## config.mk

```make
export PLATFORM = sky130hd
export DESIGN_NAME = ring_ptr_ctrl
export DESIGN_NICKNAME = d
export VERILOG_FILES = /design/src/wword_pkg.sv /design/src/ring_ptr_ctrl.sv
export SDC_FILE = /design/constraint.sdc
export NUM_CORES = 1
export LEC_CHECK = 0
export ABC_CLOCK_PERIOD_IN_PS = 9600
export BUFFER_PORTS_ARGS = -buffer_cell sky130_fd_sc_hd__buf_2
export CAP_MARGIN = 20
export CORE_MARGIN = 2
export CORE_UTILIZATION = 47
export DETAILED_ROUTE_END_ITERATION = 12
export PLACE_DENSITY = 0.69
export RECOVER_POWER = 100
export SLEW_MARGIN = 10
export SYNTH_ARGS = -nofsm -noshare
export SYNTH_HDL_FRONTEND = slang
export SYNTH_SLANG_ARGS = --single-unit
```

## constraint.sdc

```tcl
create_clock -name clk -period 9.6 [get_ports clk]
set_input_delay 2.88 -clock clk [delete_from_list [all_inputs] [get_ports clk]]
set_output_delay 2.88 -clock clk [all_outputs]
set_load 0.005 [all_outputs]
```

## src/wword_pkg.sv

```systemverilog
/* wide-word ring buffer definitions
   lane count, count and rotation types, pipeline latencies */
`default_nettype none

package wword_pkg;

	// words on the wide bus, fixed by the two-stage barrel shift
	localparam int LANES = 4;

	// word count carried by a strobe, zero to LANES
	typedef logic [2:0] lane_cnt_t;

	// lane rotation, the low bits of a word address
	typedef logic [1:0] rot_t;

	// one write enable per lane
	typedef logic [LANES-1:0] lane_mask_t;

	// accepted write strobe until its words can be read
	localparam int WR_LAT = 4;

	// sampling edge of an accepted read until rd_data and rd_valid
	localparam int RD_LAT = 6;

endpackage

`default_nettype wire

```

## src/ring_ptr_ctrl.sv

```systemverilog
/* ring pointer control for the wide-word RAM
   pointers, fill and credit counts, overflow and underflow checks */
`timescale 1ns/100ps
`default_nettype none

module ring_ptr_ctrl #(
	parameter int ADDR_WIDTH = 11
) (
	input  wire                        clk,
	input  wire                        arst,
	input  wire                        wr_strobe,
	input  wire wword_pkg::lane_cnt_t  wr_words,
	input  wire                        rd_strobe,
	input  wire wword_pkg::lane_cnt_t  rd_words,
	output logic [ADDR_WIDTH:0]        used_words,
	output logic                       overflow,
	output logic                       underflow,
	output logic                       rd_valid,
	output logic                       ram_we,
	output logic [ADDR_WIDTH-1:0]      ram_wr_addr,
	output wword_pkg::lane_mask_t      ram_wr_mask,
	output logic [ADDR_WIDTH-1:0]      ram_rd_addr
);

	import wword_pkg::*;

	typedef logic [ADDR_WIDTH:0] cnt_t;

	localparam cnt_t CAPACITY = cnt_t'(2 ** ADDR_WIDTH);

	logic [ADDR_WIDTH-1:0] wr_ptr;
	logic [ADDR_WIDTH-1:0] rd_ptr;
	// words written or in the write pipeline and not yet read
	cnt_t                  reserved;
	cnt_t                  free_words;
	cnt_t                  wr_cnt;
	cnt_t                  rd_cnt;
	cnt_t                  wr_acc_cnt;
	cnt_t                  rd_acc_cnt;
	logic                  wr_ok;
	logic                  rd_ok;
	// used_words is the last stage of the credit delay
	lane_cnt_t             credit [WR_LAT-1];
	logic [RD_LAT-1:0]     rd_pipe;

	assign free_words = CAPACITY - reserved;
	assign wr_cnt = cnt_t'(wr_words);
	assign rd_cnt = cnt_t'(rd_words);

	// both strobes see the counts as they stood before this cycle
	// counts above LANES cannot be carried by the bus
	assign wr_ok = wr_strobe && (wr_words <= LANES) && (free_words >= wr_cnt);
	assign rd_ok = rd_strobe && (rd_words <= LANES) && (used_words >= rd_cnt);

	assign wr_acc_cnt = wr_ok ? wr_cnt : '0;
	assign rd_acc_cnt = rd_ok ? rd_cnt : '0;

	// RAM controls in the cycle of acceptance
	assign ram_we = wr_ok;
	assign ram_wr_addr = wr_ptr;
	assign ram_rd_addr = rd_ptr;

	always_comb begin
		ram_wr_mask = '0;
		for (int i = 0; i < LANES; i++) begin
			ram_wr_mask[i] = lane_cnt_t'(i) < wr_words;
		end
	end

	////////////////////////////////////////////////////////////////////////
	// pointers and counts
	////////////////////////////////////////////////////////////////////////

	always_ff @(posedge clk or posedge arst) begin
		if (arst) begin
			wr_ptr <= '0;
			rd_ptr <= '0;
			reserved <= '0;
			used_words <= '0;
			overflow <= 1'b0;
			underflow <= 1'b0;
		end else begin
			// pointers wrap at the ring capacity
			wr_ptr <= wr_ptr + wr_acc_cnt[ADDR_WIDTH-1:0];
			rd_ptr <= rd_ptr + rd_acc_cnt[ADDR_WIDTH-1:0];
			reserved <= reserved + wr_acc_cnt - rd_acc_cnt;
			used_words <= used_words + cnt_t'(credit[WR_LAT-2]) - rd_acc_cnt;
			overflow <= wr_strobe && !wr_ok;
			underflow <= rd_strobe && !rd_ok;
		end
	end

	// written words become readable once they are in the banks
	always_ff @(posedge clk or posedge arst) begin
		if (arst) begin
			for (int k = 0; k < WR_LAT - 1; k++) begin
				credit[k] <= '0;
			end
			rd_pipe <= '0;
		end else begin
			credit[0] <= wr_acc_cnt[2:0];
			for (int k = 1; k < WR_LAT - 1; k++) begin
				credit[k] <= credit[k-1];
			end
			// one bit per read in flight
			rd_pipe <= {rd_pipe[RD_LAT-2:0], rd_ok};
		end
	end

	assign rd_valid = rd_pipe[RD_LAT-1];

endmodule

`default_nettype wire

```

Yosys cells after proc, flatten, opt, wreduce, memory -nomap -nowiden

Index checks and enable logic that the tools add are counted.

$lt $le $gt $ge: 8
Mux-type cells: 2
Reductions and logical operators: 8
Add/subtract/negate cells: 7

Operators with widths:

| kind                     | number |
|---|---|
| $add A12 B3 Y12          | 2 |
| $ge A12 B3 Y1            | 2 |
| $sub A12 B3 Y12          | 2 |
| $add A11 B3 Y11          | 2 |
| $sub A12 B12 Y12 const A | 1 |
| $le A3 B3 Y1 const B     | 2 |
| $logic_and A1 B1 Y1      | 6 |
| $lt A1 B3 Y1 const A     | 2 |
| $lt A2 B3 Y1 const A     | 2 |
| $mux W3                  | 2 |
| $logic_not A1 Y1         | 2 |

Output and inout bits: 42
Register bits after elaboration: 63
Logic and storage cells: 35

Logic depth before layout (Yosys ltp)

Gate-level depths: netlist of run 1.

Depth after elaboration: 6
Mapped depth: 19
Mapped depth without buffers: 19

Least setup slack after synthesis of run 1

No wires, ideal clock.

Path kind: input to output
From: input wr_words[1]
To: output ram_we
Data required time: 6.720 ns
Arrival: 4.431 ns
Cell stages on the path: 7
Buffers on the path: 0
Path slack: 2.289 ns
Cells stage by stage: inv_1 > ha_1 > o21ai_0 > a21oi_1 > or4_1 > o41ai_1 > nor2_1

Cells in the longest elaborated chain, start to end: 3

Ends and longest elaborated chain:

| element                                               | RTL line            | source |
|---|---|---|
| from (decl)                                           | ring_ptr_ctrl.sv:12 | `input wire wword_pkg::lane_cnt_t wr_words,` |
| branches (longest 2 deep; another with $ge A12 B3 Y1) | --                  |  |
| $logic_and A1 B1 Y1 (*)                               | ring_ptr_ctrl.sv:52 | `assign wr_ok = wr_strobe && (wr_words <= LANES) && (free_words >= wr_cnt);` |
| to (decl)                                             | ring_ptr_ctrl.sv:19 | `output logic ram_we,` |

Mark *: on every way between the ends.

Final worst setup path of run 1

From: input wr_words[2]
To: output ram_we

The elaborated chain is that of the path after synthesis.

==> metrics list, run 1 <==
- 52 I/O pins were placed.
- For this run, the register share of the synthesized area comes to 0.394.
- Number of cells upsized or downsized after cts: 0
* Peak supply drop: 186 µV
* Die X-Extent: 96.3 µm
- The first TritonRoute pass finished after 4 iterations.
* Class of the most critical hold timing path: register to register
* Final Critical Period: 7730 ps
- Power per standard cell area: 376 mW/mm²
- Setup violations remaining at the end of the flow were counted as 0.
* Placed wire-length estimate: 5970 µm
- Worst-case clock buffer depth: 2
- The startpoint identified for the worst hold timing path is credit[8].
- The worst setup path is launched from an input pin.
* Number of global-route vias before repair: 2997
* Number of remaining DRC errors: 0
- Launch point of the worst path: wr_words[2]
* Chain of cells forming the critical path: clkbuf_1, inv_1, ha_1, o21ai_0, a21oi_1, or4_1, o41ai_1, nor2_1, clkbuf_2
- Data on the critical path is required at its endpoint by 6720 ps.
- #FFs+latches synth: 63
* Worst-path maximum fanout: 6
- Data on the critical path arrives at its endpoint at 4850 ps.
* Total CTS buffers: 9
- The critical path is of the input pin to output pin type.
- DIE HEIGHT: 96.3 µm
- The total overflow left after global routing is 0.
- Dividing the detail-routed via count by the number of cells gives 5.20.
- Input and output buffers added on the ports amount to 51.
- 1st-iter DRT viols: 70
- Ys async rst share: 1.00
- STA classifies the critical path endpoint as an output pin.
- Clock-pin slew was measured on the worst setup and hold paths at 60 ps.
* Level count of the clock H-tree: 3
* Final TNS setup: 0 ps
* Dominant synthesized flop cell: dfrtp_1
- The clock arrives with 14.7 ps of skew.
* Number of synthesized flops with an enable pin: 0
- The worst register-to-register path ends at reserved[11].
- Remaining number of nets flagged by the antenna check after routing: 0
* Placeable core region: 0.00826 mm²
- In this run, post-CTS hold repair placed 0 buffers.
* GRT Overall Usage: 0.186
- Delay of the slowest critical-path stage: 540 ps
* Run status: finished, violations left
- In this run the post-CTS setup repair buffer count came out at 0.
- Syn. warnings: 0
- Of the cells placed in the final design, the portion with a size suffix greater than 1 is 0.0701.
* Number of slew-limit violations in the final report: 64
- Compared with the post-synthesis result, the final layout area differs by 13.1%.
* Pin count of the biggest net entering global routing: 64
- Max_cap viols: 1
- Worst slew margin relative to its limit: -1.26
- Unrepaired setup endpoints after global routing: false
- Synthesis produced a netlist whose cell count is 405.
- Minimum setup slack in the final design: 1870 ps
* Count of cells along the worst register-to-register path: 16
* Origin of the critical flop-to-flop path: reserved[0]
* Fraction of the cycle the final worst path needs: 0.805
- When the netlist entered floorplanning its net count stood at 473.
- Setup slack on the worst flop-to-flop path: 4600 ps
- Worst hold margin: 347 ps
- After floorplanning, the core was divided into 33 placement rows.
* Achievable clock frequency: 129 MHz
- In this run the mean area of a mapped cell was 9.89 µm².
- Vias: 2995
* Number of diodes added for antenna fixing: 0
- Area of the die: 0.00928 mm²
- Slowest-stage cell, CP: or4_1
- Antenna violations before repair: 0
* Last weighted congestion value of the routability-driven placer: 0.805
- Pre-CTS setup slack: 1910 ps
- Master cell of the clock root buffer: clkbuf_8
* Wire length after detailed routing: 7770 µm
- # clock sinks: 63
- Tightest Pin Transition: 3390 ps
* Effective utilization at floorplan: 0.485
* Timing endpoint of the critical path: ram_we
- Static leakage power: 0.00224 µW
- Clock latency of the later-clocked register in the worst-skew pair: 340 ps
* Total standard cell area after synthesis: 0.00401 mm²
- Final-report hold violation count: 0
- TritonCTS built the clock tree.
- The first global-routing pass estimated 13300 µm of wire.
- After detailed routing, the average wire length per cell comes to 13.5 µm.
- At the end of the flow, the number of nets in the layout was 534.
- Count of different cell masters after synthesis: 47
* Violations in the final reports: capacitance limit, slew limit
==> final cells by class <==
cell class,count,area [µm²]
well taps,105,131
fillers,768,3720
clock buffers,13,149
flip-flops and latches,63,1580
repair buffers,52,215
multi-input cells,278,2190
inverters,62,233
clock inverters,3,42.5
==> sequential cells by signal, indices dropped and copies added (netlist names) <==
signal / cells
overflow: 1
reserved: 12
underflow: 1
ram_rd_addr: 11
ram_wr_addr: 11
rd_pipe: 6
credit: 9
used_words: 12
==> worst max-delay path, delay by kind of cell <==
family | cells | cell delay [ps]
adder cells (fa/ha/maj) | 1 | 300
buffers and inverters | 3 | 440
AO/OA/AOI/OAI | 3 | 600
AND/OR/NAND/NOR | 2 | 630
==> placed cells by master, fill, tap and decap left out, drive strengths merged, types with 4 or more instances in the layout <==
| cell type | synthesis | routed |
|---|---|---|
| nand3 | 6 | 6 |
| nor3 | 6 | 6 |
| a21o | 5 | 5 |
| clkbuf | 1 | 50 |
| xnor2 | 21 | 21 |
| buf | 1 | 15 |
| nor2 | 29 | 29 |
| nand2b | 8 | 8 |
| o22ai | 4 | 4 |
| inv | 62 | 62 |
| or3 | 7 | 7 |
| ha | 50 | 50 |
| xor2 | 17 | 17 |
| and3 | 4 | 4 |
| nor4 | 4 | 4 |
| a21oi | 18 | 18 |
| nand4 | 5 | 5 |
| o21ai | 12 | 12 |
| nand2 | 21 | 21 |
| nor2b | 10 | 10 |
| dfrtp | 63 | 63 |
| fa | 8 | 8 |
==> cells in the mapped netlist (4+ instances only) <==
cell	count	area (µm²)
a21o_1	5	37.5
a21oi_1	18	90.1
and3_1	4	25.0
dfrtp_1	63	1580
fa_1	8	160
ha_1	50	626
inv_1	62	233
nand2_1	21	78.8
nand2b_1	8	50.1
nand3_1	6	30.0
nand4_1	5	31.3
nor2_1	29	109
nor2b_1	10	62.6
nor3_1	5	25.0
nor4_1	4	25.0
o21ai_0	12	60.1
o22ai_1	4	25.0
or3_1	7	43.8
xnor2_1	21	184
xor2_1	17	149
==> metrics by stage <==
| step | cell area [µm²] | utilization | std cells | power (µW) |
|---|---|---|---|---|
| 4_1_cts | 4580 | 0.555 | 576 | 1730 |
| 3_5_place_dp | 4390 | 0.532 | 560 | 1500 |
| 5_1_grt | 4530 | 0.549 | 576 | 1900 |
| 6_report | 4530 | 0.549 | 576 | 1710 |
| 3_3_place_gp | 4390 | 0.532 | 560 | 1450 |
| 2_1_floorplan | 4010 | - | 405 | 1240 |
==> metal layers <==
layer	GRT usage	vias up	wire (µm)
li1	-	1491	-
met1	0.244	1439	3690
met2	0.300	54	3640
met3	0.0509	11	309
met4	0.0599	0	128
met5	0	-	0
==> power by group <==
part / internal [µW] / total [µW] / leakage, µW / switching [µW]
registers: 373 / 464 / 0.000786 / 90.6
clock network: 127 / 226 / 0.0000936 / 99.4
logic: 464 / 1020 / 0.00136 / 552
total: 964 / 1710 / 0.00224 / 742
==> how the worst min path moves through the flow <==
stage                     cells past startpoint   endpoint
after floorplan                               0  credit[0]
after global placement                        0  credit[4]
after detailed placement                      0  credit[1]
after CTS                                     0  credit[1]
after global routing                          0  credit[1]
final                                         0  credit[5]
==> cell families (layout without fill, tap and decap cells) <==
group                    after synthesis  after routing  share of synthesized area
AO/OA/AOI/OAI                         65             65                      0.107
XOR/XNOR                              38             38                     0.0831
adder cells (fa/ha/maj)               58             58                      0.196
buffers and inverters                 64            130                     0.0609
flip-flops                            63             63                      0.394
multiplexers                           4              4                     0.0103
AND/OR/NAND/NOR                      113            113                      0.149
Power figures use the tool's default switching activity.
==> run 2, diff against run 1 <==
--- a/config.mk
+++ b/config.mk
@@ -5,7 +5,7 @@
 export SDC_FILE = /design/constraint.sdc
 export NUM_CORES = 1
 export LEC_CHECK = 0
-export ABC_CLOCK_PERIOD_IN_PS = 9600
+export ABC_CLOCK_PERIOD_IN_PS = 8100
 export BUFFER_PORTS_ARGS = -buffer_cell sky130_fd_sc_hd__buf_2
 export CAP_MARGIN = 20
 export CORE_MARGIN = 2
==> constraint.sdc (replaced) <==
create_clock -name clk -period 8.1 [get_ports clk]
set_input_delay 2.43 -clock clk [delete_from_list [all_inputs] [get_ports clk]]
set_output_delay 2.43 -clock clk [all_outputs]
set_load 0.005 [all_outputs]
==> metrics list, run 2 (synthesized netlist as in run 1, its figures left out) <==
- Run status: finished, violations left
* Violations in the final reports: capacitance limit, slew limit
* Via density: 5.25
- Type of origin of the critical path: input pin
- 1st-pass router iterations: 4
- Fraction of the cycle the final worst path needs: 0.843
* Power per standard cell area: 444 mW/mm²
* DIE HEIGHT: 96.3 µm
- Across the run, the number of max-cap violations was 1.
* Port bufs: 51
* Crit path DAT: 4400 ps
* Setup slack on the worst flop-to-flop path: 3060 ps
* Die X-Extent: 96.3 µm
* Most common cell after layout, fill and taps aside: dfrtp_1
- Worst-path maximum fanout: 6
* Top library cells by usage in the layout, fill and taps aside: dfrtp_1 (63), inv_1 (62), ha_1 (50), clkbuf_1 (34), nor2_1 (29)
* Number of cells upsized or downsized after cts: 0
- Counting cells, the worst reg-to-reg path comes to 17.
* Fraction of final layout cells with drive strength greater than 1: 0.0786
- Routing usage on met1: 0.248
- The clock passes through at most 2 buffers.
- The count of final hold-check violations was 0.
- Remaining number of nets flagged by the antenna check after routing: 0
* Regs by FF count: reserved x12, used_words x12
* Wire length after detailed routing: 7910 µm
* Antenna violations before repair: 0
* Vias: 3022
- The core region is 0.00826 mm².
* I/O pin total: 52
- Startpoint-to-endpoint class of the critical path: input pin to output pin
* Total CTS buffers: 9
* Last weighted congestion value of the routability-driven placer: 0.824
* Pre-CTS setup slack: 1250 ps
- Once detailed placement completed, the half-perimeter wirelength came to 6040 µm.
- Once layout is complete, the cells apart from fillers number 576.
- Setup repair bufs after CTS: 0
* GR Overflow Total: 0
- Area growth from synthesis to layout: 13.0%
* Endpoint required time on the critical path: 5670 ps
* End of the worst hold path: credit[1]
- Finish-stage setup viols: 0
- The number of antenna diodes in the final layout is 0.
* Area of the die: 0.00928 mm²
* Number of placed instances with taps included: 560
- In this run the worst hold path is classified as register to register.
- In the final design database the tool counted 534 nets.
* Unrepaired setup endpoints after global routing: false
- The later pin in the worst-skew pair is clocked with a latency of 340 ps.
- Derived from the worst setup path, the maximum achievable clock frequency is 146 MHz.
- In this run the tightest slew margin relative to its limit is -1.25.
* First-pass GRT wire length: 13300 µm
* 1st-iter DRT viols: 87
- Peak supply drop: 239 µV
- GR Util met2: 0.292
- Final Util: 0.548
* Post-layout power: 2010 µW
- Worst clock skew: 12.4 ps
- The via count of the first global-routing pass is 2944.
- In the global route stage, met3 resource usage came out at 0.0462.
- The analysis attributes to cell leakage a power of 0.00224 µW.
- Clock-pin slew was measured on the worst setup and hold paths at 70 ps.
- After global routing, the most crowded layer is met2.
* Clock tree from TritonCTS: built
- The initial utilization of the core area, before any placement, comes to 0.485.
* Level count of the clock H-tree: 3
- Final Critical Period: 6830 ps
- In the post-route analysis, the smallest setup slack over all paths is 1270 ps.
* Tightest Pin Transition: 3370 ps
- After detailed routing, the number of remaining DRC violations is 0.
- R2r endpoint: reserved[11]
- Critical Path Sink Type: output pin
* Row Count: 33
- Entering global routing, the biggest net connects 64 pins.
- The final number of max-transition violations came to 64.
* Instance count along the most critical hold path: 0
- Origin of the critical flop-to-flop path: reserved[1]
- Wire length per cell: 13.7 µm
- For this run, the total global-route usage over all layers was measured as 0.183.
- Final TNS setup: 0 ps
* Hold buffers post-CTS: 0
- # clock sinks: 63
- The startpoint identified for the worst hold timing path is credit[4].
- Master cell of the clock root buffer: clkbuf_8
run 2: cell count changes in the layout (fill, tap and decap cells not counted):
cell	delta
clkbuf_1	-5
clkinvlp_4	+2
buf_1	+1
buf_2	+1
bufinv_16	-1
clkbuf_8	+1
clkinv_2	+1
run 2: layout make-up:
class | count | area (µm²)
fill | 790 | 3730
multi-input combinational | 278 | 2190
sequential | 63 | 1580
inverter | 62 | 233
timing repair buffer | 52 | 216
clock buffer | 11 | 151
tap | 105 | 131
clock inverter | 5 | 32.5
run 2: per-layer routing:
metal | vias to the layer above | part of all wire
met4 | 0 | 0.0067
met2 | 69 | 0.48
met5 | - | 0
met3 | 7 | 0.042
met1 | 1459 | 0.47
li1 | 1487 | -
run 2: how the worst max path moves through the flow:
stage / start / slack (ps) / endpoint / depth (start not counted)
after global placement: wr_words[1] / 1360 / ram_we / 9
after detailed placement: wr_words[1] / 1250 / reserved[11] / 16
after floorplan: wr_words[1] / 1690 / ram_we / 7
after global routing: wr_words[2] / 1090 / ram_we / 9
final: wr_words[2] / 1270 / ram_we / 9
after CTS: wr_words[1] / 1320 / ram_we / 9
run 2: worst max-delay path: stages:
cell and delay, ps:
clkbuf_1 180, inv_1 140, ha_1 300, o21ai_0 70
a21oi_1 50, or4_1 540, o41ai_1 490, nor2_1 90
clkbuf_2 120
run 2: metrics by stage:
stage | hold WS [ps] | cell area, µm²
finish | 351 | 4530
global route | 359 | 4530
CTS | 353 | 4570
detailed placement | 337 | 4390
global placement | 335 | 4390
floorplan | 331 | 4010
run 2: report_power, final:
group / switching (µW) / internal (µW) / total (µW) / leakage, µW
logic: 655 / 547 / 1200 / 0.00136
clock network: 129 / 127 / 256 / 0.0000873
registers: 111 / 442 / 553 / 0.000786
